### src/source/isa_pkg.sv
package isa_pkg;

   // Architectural sizes
   localparam int word_width     = 16;
   localparam int reg_count      = 8;
   localparam int reg_sel_width  = $clog2(reg_count);
   localparam int imem_depth     = 64;
   localparam int dmem_depth     = 64;
   localparam int mem_addr_width = $clog2(imem_depth);

   typedef logic [word_width-1:0]     word_t;
   typedef logic [reg_sel_width-1:0]  reg_sel_t;
   typedef logic [mem_addr_width-1:0] mem_addr_t;

   // Instruction fields
   localparam int opcode_lsb       = 11;
   localparam int opcode_width     = 5;
   localparam int rs_lsb           = 8;
   localparam int rt_lsb           = 5;
   localparam int rd_lsb           = 2;
   localparam int imm_short_width  = 5;  // ADDI, LD, ST
   localparam int imm_branch_width = 8;  // BEQZ, BNEZ, JR
   localparam int imm_jump_width   = 11; // J, JAL

   localparam reg_sel_t reg_link = 3'd7; // JAL return address

   // All-zero word is a NOP, so a cleared latch decodes as a bubble
   typedef enum logic [opcode_width-1:0] {
      op_nop  = 5'b00000,
      op_halt = 5'b00001,
      op_j    = 5'b00100,
      op_jr   = 5'b00101, // rs plus imm8
      op_jal  = 5'b00110,
      op_addi = 5'b01000, // rt = rs + imm5
      op_beqz = 5'b01100, // branch offsets relative to PC plus 2
      op_bnez = 5'b01101,
      op_st   = 5'b10000, // mem[rs + imm5] = rt
      op_ld   = 5'b10001, // rt = mem[rs + imm5]
      op_add  = 5'b11000, // rd = rs op rt
      op_sub  = 5'b11001,
      op_and  = 5'b11010,
      op_xor  = 5'b11011
   } opcode_t;

   typedef enum logic [2:0] {
      alu_add,
      alu_sub,
      alu_and,
      alu_xor,
      alu_pass_b
   } alu_op_t;

endpackage

### src/source/pipe_pkg.sv
package pipe_pkg;

   // Decoded control bits, carried down the pipe
   typedef struct packed {
      logic               reg_write;
      logic               mem_read;
      logic               mem_write;
      logic               mem_to_reg;
      logic               link;
      logic               branch_zero;
      logic               branch_nonzero;
      logic               jump;
      logic               jump_reg;
      logic               halt;
      logic               alu_src_imm;
      isa_pkg::alu_op_t   alu_op;
      isa_pkg::reg_sel_t  dest;
   } ctrl_t;

   typedef struct packed {
      isa_pkg::word_t instr;
      isa_pkg::word_t pc_plus2;
   } fd_t;

   typedef struct packed {
      ctrl_t          ctrl;
      isa_pkg::word_t rs_val;
      isa_pkg::word_t rt_val;
      isa_pkg::word_t imm;   // Already sign extended
      isa_pkg::word_t pc_plus2;
   } de_t;

   typedef struct packed {
      ctrl_t          ctrl;
      isa_pkg::word_t alu_result;
      isa_pkg::word_t store_data;
      isa_pkg::word_t pc_plus2;
   } em_t;

   typedef struct packed {
      logic              reg_write;
      isa_pkg::reg_sel_t dest;
      logic              halt;
      isa_pkg::word_t    wb_value;
   } mw_t;

endpackage

### src/source/regfile_if.sv
`timescale 1ns/1ps

interface regfile_if;

   isa_pkg::reg_sel_t read1_sel;
   isa_pkg::reg_sel_t read2_sel;
   isa_pkg::word_t    read1_data;
   isa_pkg::word_t    read2_data;
   logic              write;
   isa_pkg::reg_sel_t write_sel;
   isa_pkg::word_t    write_data;

   // Decode owns the array and also picks the read registers
   modport regfile (output read1_sel, read2_sel, read1_data, read2_data,
                    input  write, write_sel, write_data);
   modport writer  (output write, write_sel, write_data);
   modport source  (input  read1_sel, read2_sel);

endinterface

### src/source/data_memory.sv
`timescale 1ns/1ps

module data_memory (
   input  logic          clk,
   input  logic          reset,
   input  pipe_pkg::em_t em,
   output pipe_pkg::mw_t mw
);

   isa_pkg::word_t    dmem [isa_pkg::dmem_depth];
   isa_pkg::mem_addr_t addr;
   isa_pkg::word_t    read_data;

   assign addr = em.alu_result[isa_pkg::mem_addr_width-1:0]; // Word addressed

   always_ff @(posedge clk) begin
      if (em.ctrl.mem_write && !reset) begin
         dmem[addr] <= em.store_data;
      end
   end

   assign read_data = em.ctrl.mem_read ? dmem[addr] : '0; // Asynchronous read

   always_comb begin
      mw.reg_write = em.ctrl.reg_write;
      mw.dest      = em.ctrl.dest;
      mw.halt      = em.ctrl.halt;
      if (em.ctrl.link) begin
         mw.wb_value = em.pc_plus2;   // JAL return address
      end else if (em.ctrl.mem_to_reg) begin
         mw.wb_value = read_data;
      end else begin
         mw.wb_value = em.alu_result;
      end
   end

endmodule

### src/source/decode.sv
`timescale 1ns/1ps

module decode (
   input  logic            clk,
   input  logic            reset,
   input  pipe_pkg::fd_t   fd,
   regfile_if.regfile      rf,
   output pipe_pkg::de_t   de,
   output logic            uses_rt,
   output logic            err
);

   typedef enum logic [1:0] {imm_short, imm_branch, imm_jump} imm_sel_t;

   isa_pkg::word_t   regs [isa_pkg::reg_count];
   isa_pkg::opcode_t opcode;
   isa_pkg::reg_sel_t rt_field;
   isa_pkg::reg_sel_t rd_field;
   pipe_pkg::ctrl_t  ctrl;
   imm_sel_t         imm_sel;
   logic             illegal;

   assign opcode   = isa_pkg::opcode_t'(fd.instr[isa_pkg::opcode_lsb +: isa_pkg::opcode_width]);
   assign rt_field = fd.instr[isa_pkg::rt_lsb +: isa_pkg::reg_sel_width];
   assign rd_field = fd.instr[isa_pkg::rd_lsb +: isa_pkg::reg_sel_width];

   assign rf.read1_sel = fd.instr[isa_pkg::rs_lsb +: isa_pkg::reg_sel_width];
   assign rf.read2_sel = rt_field;

   always_ff @(posedge clk) begin
      if (reset) begin
         for (int i = 0; i < isa_pkg::reg_count; i++) begin
            regs[i] <= '0;
         end
      end else if (rf.write) begin
         regs[rf.write_sel] <= rf.write_data;
      end
   end

   // Write-before-read within the same cycle
   assign rf.read1_data = (rf.write && rf.write_sel == rf.read1_sel) ? rf.write_data
                                                                     : regs[rf.read1_sel];
   assign rf.read2_data = (rf.write && rf.write_sel == rf.read2_sel) ? rf.write_data
                                                                     : regs[rf.read2_sel];

   always_comb begin
      ctrl        = '0;
      ctrl.alu_op = isa_pkg::alu_pass_b;
      imm_sel     = imm_short;
      uses_rt     = 1'b0;
      illegal     = 1'b0;
      case (opcode)
         isa_pkg::op_nop: ;
         isa_pkg::op_halt: ctrl.halt = 1'b1;
         isa_pkg::op_addi: begin
            ctrl.reg_write   = 1'b1;
            ctrl.alu_src_imm = 1'b1;
            ctrl.alu_op      = isa_pkg::alu_add;
            ctrl.dest        = rt_field;
         end
         isa_pkg::op_add, isa_pkg::op_sub, isa_pkg::op_and, isa_pkg::op_xor: begin
            ctrl.reg_write = 1'b1;
            ctrl.dest      = rd_field;
            uses_rt        = 1'b1;
            case (opcode)
               isa_pkg::op_add: ctrl.alu_op = isa_pkg::alu_add;
               isa_pkg::op_sub: ctrl.alu_op = isa_pkg::alu_sub;
               isa_pkg::op_and: ctrl.alu_op = isa_pkg::alu_and;
               default:         ctrl.alu_op = isa_pkg::alu_xor;
            endcase
         end
         isa_pkg::op_ld: begin
            ctrl.reg_write   = 1'b1;
            ctrl.mem_read    = 1'b1;
            ctrl.mem_to_reg  = 1'b1;
            ctrl.alu_src_imm = 1'b1;
            ctrl.alu_op      = isa_pkg::alu_add; // Address is rs + imm5
            ctrl.dest        = rt_field;
         end
         isa_pkg::op_st: begin
            ctrl.mem_write   = 1'b1;
            ctrl.alu_src_imm = 1'b1;
            ctrl.alu_op      = isa_pkg::alu_add;
            uses_rt          = 1'b1;             // Store data
         end
         isa_pkg::op_beqz: begin
            ctrl.branch_zero = 1'b1;
            imm_sel          = imm_branch;
         end
         isa_pkg::op_bnez: begin
            ctrl.branch_nonzero = 1'b1;
            imm_sel             = imm_branch;
         end
         isa_pkg::op_j: begin
            ctrl.jump = 1'b1;
            imm_sel   = imm_jump;
         end
         isa_pkg::op_jal: begin
            ctrl.jump      = 1'b1;
            ctrl.link      = 1'b1;
            ctrl.reg_write = 1'b1;
            ctrl.dest      = isa_pkg::reg_link;
            imm_sel        = imm_jump;
         end
         isa_pkg::op_jr: begin
            ctrl.jump     = 1'b1;
            ctrl.jump_reg = 1'b1;
            imm_sel       = imm_branch;
         end
         default: illegal = 1'b1; // Controls stay cleared, acts as a NOP
      endcase
   end

   always_comb begin
      de.ctrl     = ctrl;
      de.rs_val   = rf.read1_data;
      de.rt_val   = rf.read2_data;
      de.pc_plus2 = fd.pc_plus2;
      case (imm_sel)
         imm_branch: de.imm = isa_pkg::word_t'(signed'(fd.instr[isa_pkg::imm_branch_width-1:0]));
         imm_jump:   de.imm = isa_pkg::word_t'(signed'(fd.instr[isa_pkg::imm_jump_width-1:0]));
         default:    de.imm = isa_pkg::word_t'(signed'(fd.instr[isa_pkg::imm_short_width-1:0]));
      endcase
   end

   // Bubbles decode as NOP, never illegal
   assign err = illegal;

endmodule

### src/source/execute.sv
`timescale 1ns/1ps

module execute (
   input  pipe_pkg::de_t  de,
   output pipe_pkg::em_t  em,
   output logic           taken,
   output isa_pkg::word_t target
);

   isa_pkg::word_t operand_b;
   isa_pkg::word_t alu_result;
   logic           rs_zero;

   assign operand_b = de.ctrl.alu_src_imm ? de.imm : de.rt_val;

   always_comb begin
      case (de.ctrl.alu_op)
         isa_pkg::alu_add: alu_result = de.rs_val + operand_b;
         isa_pkg::alu_sub: alu_result = de.rs_val - operand_b; // rs - rt
         isa_pkg::alu_and: alu_result = de.rs_val & operand_b;
         isa_pkg::alu_xor: alu_result = de.rs_val ^ operand_b;
         default:          alu_result = operand_b;
      endcase
   end

   // Branch test on rs
   assign rs_zero = (de.rs_val == '0);

   assign taken = de.ctrl.jump ||
                  (de.ctrl.branch_zero && rs_zero) ||
                  (de.ctrl.branch_nonzero && !rs_zero);

   // JR is register relative, everything else PC relative
   assign target = de.ctrl.jump_reg ? de.rs_val + de.imm
                                    : de.pc_plus2 + de.imm;

   always_comb begin
      em.ctrl       = de.ctrl;
      em.alu_result = alu_result;
      em.store_data = de.rt_val;
      em.pc_plus2   = de.pc_plus2;
   end

endmodule

### src/source/fetch.sv
`timescale 1ns/1ps

module fetch (
   input  logic               clk,
   input  logic               reset,
   input  logic               load_en,
   input  isa_pkg::mem_addr_t load_addr,
   input  isa_pkg::word_t     load_data,
   input  logic               stall,
   input  logic               redirect,
   input  isa_pkg::word_t     redirect_target,
   input  logic               halt_wb,
   output pipe_pkg::fd_t      fetched,
   output isa_pkg::word_t     pc
);

   isa_pkg::word_t imem [isa_pkg::imem_depth];
   logic halt_fetched;

   // Program load, only while reset is held
   always_ff @(posedge clk) begin
      if (reset && load_en) begin
         imem[load_addr] <= load_data;
      end
   end

   assign fetched.instr    = imem[pc[isa_pkg::mem_addr_width:1]]; // Byte PC, word array
   assign fetched.pc_plus2 = pc + isa_pkg::word_t'(2);

   // Park on a HALT so nothing past it gets fetched
   assign halt_fetched = isa_pkg::opcode_t'(fetched.instr[isa_pkg::opcode_lsb +:
                                            isa_pkg::opcode_width]) == isa_pkg::op_halt;

   always_ff @(posedge clk) begin
      if (reset) begin
         pc <= '0;
      end else if (halt_wb) begin
         pc <= pc;                      // Frozen for good once HALT retires
      end else if (redirect) begin
         pc <= redirect_target;         // Taken branch or jump from execute
      end else if (!stall && !halt_fetched) begin
         pc <= fetched.pc_plus2;
      end
   end

endmodule

### src/source/hazard_unit.sv
`timescale 1ns/1ps

module hazard_unit (
   regfile_if.source         src,
   input  logic              uses_rt,
   input  pipe_pkg::ctrl_t   de_ctrl,
   input  pipe_pkg::ctrl_t   em_ctrl,
   input  isa_pkg::reg_sel_t mw_dest,
   input  logic              mw_write,
   input  logic              taken,
   output logic              stall_front,
   output logic              flush_fd,
   output logic              flush_de
);

   logic rs_hit;
   logic rt_hit;
   logic raw;

   // Pending writes in execute, memory and write-back
   assign rs_hit = (de_ctrl.reg_write && de_ctrl.dest == src.read1_sel) ||
                   (em_ctrl.reg_write && em_ctrl.dest == src.read1_sel) ||
                   (mw_write && mw_dest == src.read1_sel);

   assign rt_hit = (de_ctrl.reg_write && de_ctrl.dest == src.read2_sel) ||
                   (em_ctrl.reg_write && em_ctrl.dest == src.read2_sel) ||
                   (mw_write && mw_dest == src.read2_sel);

   // rt only counts for R-type and ST
   assign raw = rs_hit || (uses_rt && rt_hit);

   assign stall_front = raw;          // Hold fetch and the fd latch
   assign flush_fd    = taken;        // Kill the wrong-path fetch
   assign flush_de    = raw || taken; // Bubble into execute

endmodule

### src/source/proc_top.sv
`timescale 1ns/1ps

module proc_top (
   input  logic                              clk,
   input  logic                              reset,
   input  logic                              load_en,
   input  logic [isa_pkg::mem_addr_width-1:0] load_addr,
   input  logic [isa_pkg::word_width-1:0]     load_data,
   output logic                              err,
   output logic [isa_pkg::word_width-1:0]     pc,
   output logic [isa_pkg::word_width-1:0]     instruction_d,
   output logic                              halted,
   output logic                              wb_write,
   output logic [isa_pkg::reg_sel_width-1:0]  wb_reg,
   output logic [isa_pkg::word_width-1:0]     wb_data
);

   pipe_pkg::fd_t  fetched, fd_q;
   pipe_pkg::de_t  de_d, de_q;
   pipe_pkg::em_t  em_d, em_q;
   pipe_pkg::mw_t  mw_d, mw_q;
   isa_pkg::word_t target;
   logic uses_rt, taken;
   logic stall_front, flush_fd, flush_de;

   regfile_if rf_bus ();

   fetch fetch_i (.clk(clk), .reset(reset), .load_en(load_en), .load_addr(load_addr),
                  .load_data(load_data), .stall(stall_front), .redirect(taken),
                  .redirect_target(target), .halt_wb(mw_q.halt),
                  .fetched(fetched), .pc(pc));

   stage_latch #(.payload_t(pipe_pkg::fd_t)) fd_latch (.clk(clk), .reset(reset),
      .stall(stall_front), .flush(flush_fd), .d(fetched), .q(fd_q));

   hazard_unit hazard_i (.src(rf_bus.source), .uses_rt(uses_rt), .de_ctrl(de_q.ctrl),
                         .em_ctrl(em_q.ctrl), .mw_dest(mw_q.dest), .mw_write(mw_q.reg_write),
                         .taken(taken), .stall_front(stall_front), .flush_fd(flush_fd),
                         .flush_de(flush_de));

   decode decode_i (.clk(clk), .reset(reset), .fd(fd_q), .rf(rf_bus.regfile),
                    .de(de_d), .uses_rt(uses_rt), .err(err));

   stage_latch #(.payload_t(pipe_pkg::de_t)) de_latch (.clk(clk), .reset(reset),
      .stall(1'b0), .flush(flush_de), .d(de_d), .q(de_q));

   execute execute_i (.de(de_q), .em(em_d), .taken(taken), .target(target));

   stage_latch #(.payload_t(pipe_pkg::em_t)) em_latch (.clk(clk), .reset(reset),
      .stall(1'b0), .flush(1'b0), .d(em_d), .q(em_q));

   data_memory data_memory_i (.clk(clk), .reset(reset), .em(em_q), .mw(mw_d));

   // HALT parks in write-back until reset
   stage_latch #(.payload_t(pipe_pkg::mw_t)) mw_latch (.clk(clk), .reset(reset),
      .stall(mw_q.halt), .flush(1'b0), .d(mw_d), .q(mw_q));

   // Write-back port into decode's register file
   assign rf_bus.write      = mw_q.reg_write;
   assign rf_bus.write_sel  = mw_q.dest;
   assign rf_bus.write_data = mw_q.wb_value;

   assign instruction_d = fd_q.instr;
   assign halted        = mw_q.halt;
   assign wb_write      = mw_q.reg_write;
   assign wb_reg        = mw_q.dest;
   assign wb_data       = mw_q.wb_value;

endmodule

### src/source/stage_latch.sv
`timescale 1ns/1ps

module stage_latch #(
   parameter type payload_t = logic
) (
   input  logic     clk,
   input  logic     reset,
   input  logic     stall,
   input  logic     flush,
   input  payload_t d,
   output payload_t q
);

   // All-zero payload is a bubble, flush beats stall
   always_ff @(posedge clk) begin
      if (reset || flush) begin
         q <= '0;
      end else if (!stall) begin
         q <= d;
      end
   end

endmodule

### config.mk
export PLATFORM = sky130hd
export DESIGN_NAME = proc_top
export DESIGN_NICKNAME = d
export VERILOG_FILES = /design/src/source/isa_pkg.sv /design/src/source/pipe_pkg.sv /design/src/source/regfile_if.sv /design/src/source/data_memory.sv /design/src/source/decode.sv /design/src/source/execute.sv /design/src/source/fetch.sv /design/src/source/hazard_unit.sv /design/src/source/proc_top.sv /design/src/source/stage_latch.sv
export SDC_FILE = /design/constraint.sdc
export NUM_CORES = 2
export LEC_CHECK = 0
export BUFFER_PORTS_ARGS = -buffer_cell sky130_fd_sc_hd__buf_2
export CAP_MARGIN = 10
export CELL_PAD_IN_SITES_DETAIL_PLACEMENT = 1
export CELL_PAD_IN_SITES_GLOBAL_PLACEMENT = 1
export CORE_ASPECT_RATIO = 1.2
export CORE_MARGIN = 1.5
export CORE_UTILIZATION = 30
export CTS_CLUSTER_SIZE = 30
export DETAILED_ROUTE_END_ITERATION = 16
export PLACE_DENSITY_LB_ADDON = 0.25
export SLEW_MARGIN = 0
export SYNTH_ARGS = -nofsm -noshare
export SYNTH_HDL_FRONTEND = slang
export SYNTH_HIERARCHICAL = 1
export SYNTH_SLANG_ARGS = --single-unit
### constraint.sdc
create_clock -name clk -period 4.05 [get_ports clk]
set_input_delay 0.81 -clock clk [delete_from_list [all_inputs] [get_ports clk]]
set_output_delay 0.81 -clock clk [all_outputs]
set_load 0.005 [all_outputs]
# --- After elaboration in Yosys (flattened, before gate mapping) ---
# Memory sizes are Yosys's and may differ from the RTL's. A register that Yosys moved wholly into a read port is not among the register bits.
# Index checks and enable logic that the tools add are counted.
totals:
  regBits: 173
  ramBits: 2176
  inputBits: 25
  out_inout_bits: 54
  word_cells: 147
  memories: 3
classes:
  addsub: 5
  eq_ne: 25
  muxes: 40
  bitwise: 3
  n_reduce_logical: 41
mem_list:
  columns: ["memory", "depth", "word_bits", "read_ports", "rd_ports_with_merged_regs", "wr", "line", "source"]
  rows:
  - ["data_memory_i.dmem", 64, 16, 1, 1, 1, "data_memory.sv:10", "isa_pkg::word_t dmem [isa_pkg::dmem_depth];"]
  - ["fetch_i.imem", 64, 16, 1, 1, 1, "fetch.sv:17", "isa_pkg::word_t imem [isa_pkg::imem_depth];"]
  - ["decode_i.regs", 8, 16, 2, 2, 8, "decode.sv:15", "isa_pkg::word_t regs [isa_pkg::reg_count];"]
op_table:
  columns: ["operator", "count"]
  rows:
  - ["two-way mux 16 bit", 7]
  - ["one-hot mux 16 bit (4 select lines)", 1]
  - ["adder 16 bit", 3]
  - ["one-hot mux 16 bit (2 select lines)", 1]
  - ["equality test 5 bit (second input constant)", 6]
  - ["two-way mux 1 bit", 22]
  - ["equality test 3 bit", 6]
  - ["two-way mux 6 bit", 3]
  - ["two-way mux 17 bit", 1]
  - ["adder 16 x 2 -> 16 bit (second input constant)", 1]
  - ["AND 16 bit", 1]
  - ["logical NOT 16 bit", 1]
  - ["OR reduction 16 bit", 1]
  - ["subtractor 16 bit", 1]
  - ["XOR 16 bit", 1]
  - ["equality test 5 x 3 -> 1 bit (second input constant)", 3]
  - ["equality test 5 x 4 -> 1 bit (second input constant)", 3]
  - ["OR reduction 14 bit", 1]
  - ["logical AND 1 bit", 12]
  - ["equality test 5 x 1 -> 1 bit (second input constant)", 2]
  - ["logical OR 1 bit", 10]
  - ["one-hot mux 3 bit (3 select lines)", 1]
  - ["OR reduction 3 bit", 3]
  - ["OR reduction 7 bit", 1]
  - ["other kinds (17)", 22]

# --- Logic depth before layout (Yosys ltp) ---
logic_depth:
  depth_word: 12
  depth_mapped: 19
  mapped_depth_nobuf: 17

# --- By module ---
# The synthesis kept the hierarchy.
by_module_without_submodules:
  columns: ["module", "instances", "cells_per_inst", "area_per_inst_um2", "seq_area_each_um2"]
  rows:
  - ["fetch", 1, 1784, 40725.3, 31189.9]
  - ["data_memory", 1, 2367, 39809.4, 30749.5]
  - ["decode", 1, 570, 8216.6, 3843.7]
  - ["execute", 1, 436, 3198.1, 0.0]
  - ["stage_latch at de_latch", 1, 262, 2971.6, 1621.6]
  - ["stage_latch at em_latch", 1, 210, 2338.5, 1301.2]
  - ["stage_latch at fd_latch", 1, 105, 1156.1, 640.6]
  - ["stage_latch at mw_latch", 1, 69, 760.7, 420.4]
  - ["hazard_unit", 1, 29, 230.2, 0.0]
  - ["proc_top", 1, 1, 3.8, 0.0]

# --- Worst setup path after synthesis ---
# No wires, ideal clock.
synth_timing:
  path_kind: "reg-to-reg"
  start: "reg de_latch/q[70] (netlist bit)"
  end: "reg em_latch/q[47] (netlist bit)"
  setup_ns: 0.064
  t_arrival_ns: 3.551
  required_time_ns: 3.986
  slack_ns: 0.435
  path_stages_with_launch: 19
  path_buffers: 1
  synth_period_minus_slack_ns: 3.615
  cell_sequence: "dfxtp_1 buf_6 mux2i_2 ha_1 nand2_1 or4_1 o21ai_1 nand2_1 xnor2_1 ha_1 a21oi_1 o21ai_0 a21o_1 a21oi_1 o31a_1 xnor2_1 a221oi_2 mux2i_1 nor2_1"
synth_lines:
  columns: ["item", "line", "source"]
  rows:
  - ["start: declaration", "stage_latch.sv:11", "output payload_t q"]
  - ["start signal: assignment", "stage_latch.sv:17", "q <= '0;"]
  - ["start signal: assignment", "stage_latch.sv:19", "q <= d;"]
  - ["end signal: assignment", "stage_latch.sv:17", null]
  - ["end signal: assignment", "stage_latch.sv:19", null]
  - ["end: declaration", "stage_latch.sv:11", null]

==> impl_metrics.py <==
metrics = {
    "outcome": {
        "status": "completed",
    },
    "setup_path": {
        "rr_worst_depth": 9,
        "critPathLaunchType": "flop",
        "cp_max_fo": 23,
        "rr_endpoint": "mw_latch/q[15]",
        "worstPathCellList": "nor2_4, buf_4, a22oi_1, o22ai_1, a222oi_1, nand3_1, o32a_1, mux2i_1, nor2_1",
        "ff2ff_setup_slack_ns": 0.15,
        "crit_arrival_ns": 4.62,
        "worst_setup_path_end_kind": "flop",
        "cpPeakStageDelay_ns": 0.80,
        "required_ns": 4.77,
        "critPathKind": "flop to flop",
        "rr_startpoint": "em_latch/q[34]",
        "cp_slowest_cell": "a222oi_1",
    },
    "die": {
        "fp.dieW_um": 527,
        "die_h_um": 632,
        "start_util": 0.302,
        "die_area_um2": 333000,
        "rows": 230,
        "io_pins": 79,
        "core_area_um2": 327000,
    },
    "sta": {
        "skew_ns": 0.0897,
        "hold_viol_final": 0,
        "setup_viol": 0,
        "worst_pin_slew_ns": 1.30,
        "fin_ws_ns": 0.152,
        "slew_violations": 0,
        "max_slew_margin": 0.134,
        "hold_slack_ns": 0.416,
        "period_needed_ns": 3.90,
        "rsz0062_at_grt": "no",
        "fmax_mhz": 257,
        "period_share": 0.963,
    },
    "cells_and_area": {
        "syn2layout_area_growth_pct": 17.0,
        "seqCellArea_um2": 69700,
        "final_nets": 6316,
        "utilization": 0.353,
        "multiInputGateArea_um2": 26700,
        "drive_gt1_frac": 0.260,
        "fillers": 32900,
        "final_area_um2": 116000,
    },
    "clock_tree": {
        "cts_max_level": 5,
        "cts_root_buf": "clkbuf_16",
        "postCtsSetupRepairBufs": 0,
        "clkTransAtPathRegs_ns": 0.06,
        "cts_buffer_depth": 4,
        "cts_tree": "yes",
        "numCtsBuffers": 270,
        "cts_num_sinks": 2389,
        "insertion_delay_ns": 0.90,
    },
    "pwr": {
        "p_leak_nw": 39.1,
        "irDropWorstVdd_v": 0.000384,
        "power.total_w": 0.0685,
        "powerDensity_nw_per_um2": 592,
    },
    "global_routing": {
        "grt_pass1_wl_um": 483000,
        "grt_max_degree": 82,
        "grt-ovfl-total": 0,
        "grt_antenna_before_repair": 24,
        "first_global_vias": 60100,
        "track_usage": 0.204,
    },
    "drt": {
        "via_count": 57700,
        "ant_nets": 0,
        "drc": 0,
        "wl_per_cell_um": 32.0,
        "drt_iter0_drc": 5719,
        "wl_um": 344000,
        "drtPass1Iterations": 6,
        "viasPerCell": 5.37,
    },
    "placed_design": {
        "globalplace.congestion": 0.913,
        "dp_slack_ns": -0.242,
        "io_buffer_count": 78,
        "hpwl_um": 226000,
        "placed_area_um2": 107000,
    },
    "job": {
        "drv_cap": 0,
    },
    "hold_path": {
        "hold_depth": 1,
        "min-delay-start": "load_data[2]",
        "worstHoldEndpoint": "fetch_i/imem[58][2]",
        "hold_path.class": "input port to flop",
    },
    "yosys": {
        "ys_warn_count": 6,
        "syn-cell-area_um2": 98800,
        "synthCells": 5769,
        "avgSynthCellArea_um2": 17.1,
    },
}
registers in the layout, indices dropped and copies added, names as in the netlist, named ones only:
signal	count
fd_latch/q	32
data_memory_i/dmem	1024
decode_i/regs	128
de_latch/q	81
fetch_i/pc	16
em_latch/q	57
fetch_i/imem	1024
mw_latch/q	21
repair_timing:
item	in CTS	in global routing
resized for setup	1	8
hold buffers	0	0
pin swaps	0	1
cloned	0	0
endpoints found under the setup margin	14	14
hold endpoints to repair	0	0
area by class of cell:
class / instances / share of cell area
antenna: 9 / 0.000195
clock buffer: 350 / 0.0624
clock inverter: 132 / 0.00982
inverter: 34 / 0.00110
multi-input combinational: 2896 / 0.231
sequential: 2389 / 0.602
tap: 4292 / 0.0464
timing repair buffer: 648 / 0.0469
through the flow:
stage	instances	TNS [ns]
global route	10700	0
floorplan	5773	0
CTS	10700	0
finish	10800	0
detailed placement	10300	-1.77
global placement	10300	-1.10
worst max-delay path by stage:
stage / from / to / cells past startpoint
floorplan: de_latch/q[70] / em_latch/q[47] / 18
global placement: de_latch/q[50] / fetch_i/pc[11] / 10
detailed placement: de_latch/q[50] / fetch_i/pc[11] / 10
CTS: flop / fetch_i/pc[11] / 10
global route: de_latch/q[70] / em_latch/q[46] / 16
finish: em_latch/q[34] / mw_latch/q[15] / 9
power by group:
part           switching, W  leakage (nW)  internal, W
sequential         0.000956          23.3       0.0273
combinational       0.00959          11.7      0.00708
clock                0.0102          4.07       0.0134
total                0.0208          39.1       0.0478
cell usage in the layout, fill, tap and decap left out, types with 109 or more instances in the layout:
cell / instances
edfxtp_1: 2176
a21oi_1: 121
nand2_1: 147
nor2_1: 334
mux2_2: 129
nor2_2: 109
a22oi_1: 245
clkbuf_16: 274
mux2i_1: 325
buf_4: 510
mux4_2: 322
and2_1: 137
dfxtp_1: 180
routing by layer:
layer | GRT usage | vias up | share of wire
met5 | 0 | - | 0.000061
met4 | 0.0703 | 4 | 0.037
met3 | 0.0273 | 508 | 0.054
met2 | 0.353 | 1870 | 0.50
met1 | 0.261 | 31200 | 0.41
li1 | - | 24100 | -
worst max-delay path, delay by kind of cell (launching register included):
kind                   cells  cell delay (ns)
AOI/OAI and AO/OA          4             1.85
buffers and inverters      1             0.37
DFF                        1             0.71
muxes                      1             0.15
and+or+nand+nor            3             0.58
Note: power is estimated with default switching activity, not from simulation.
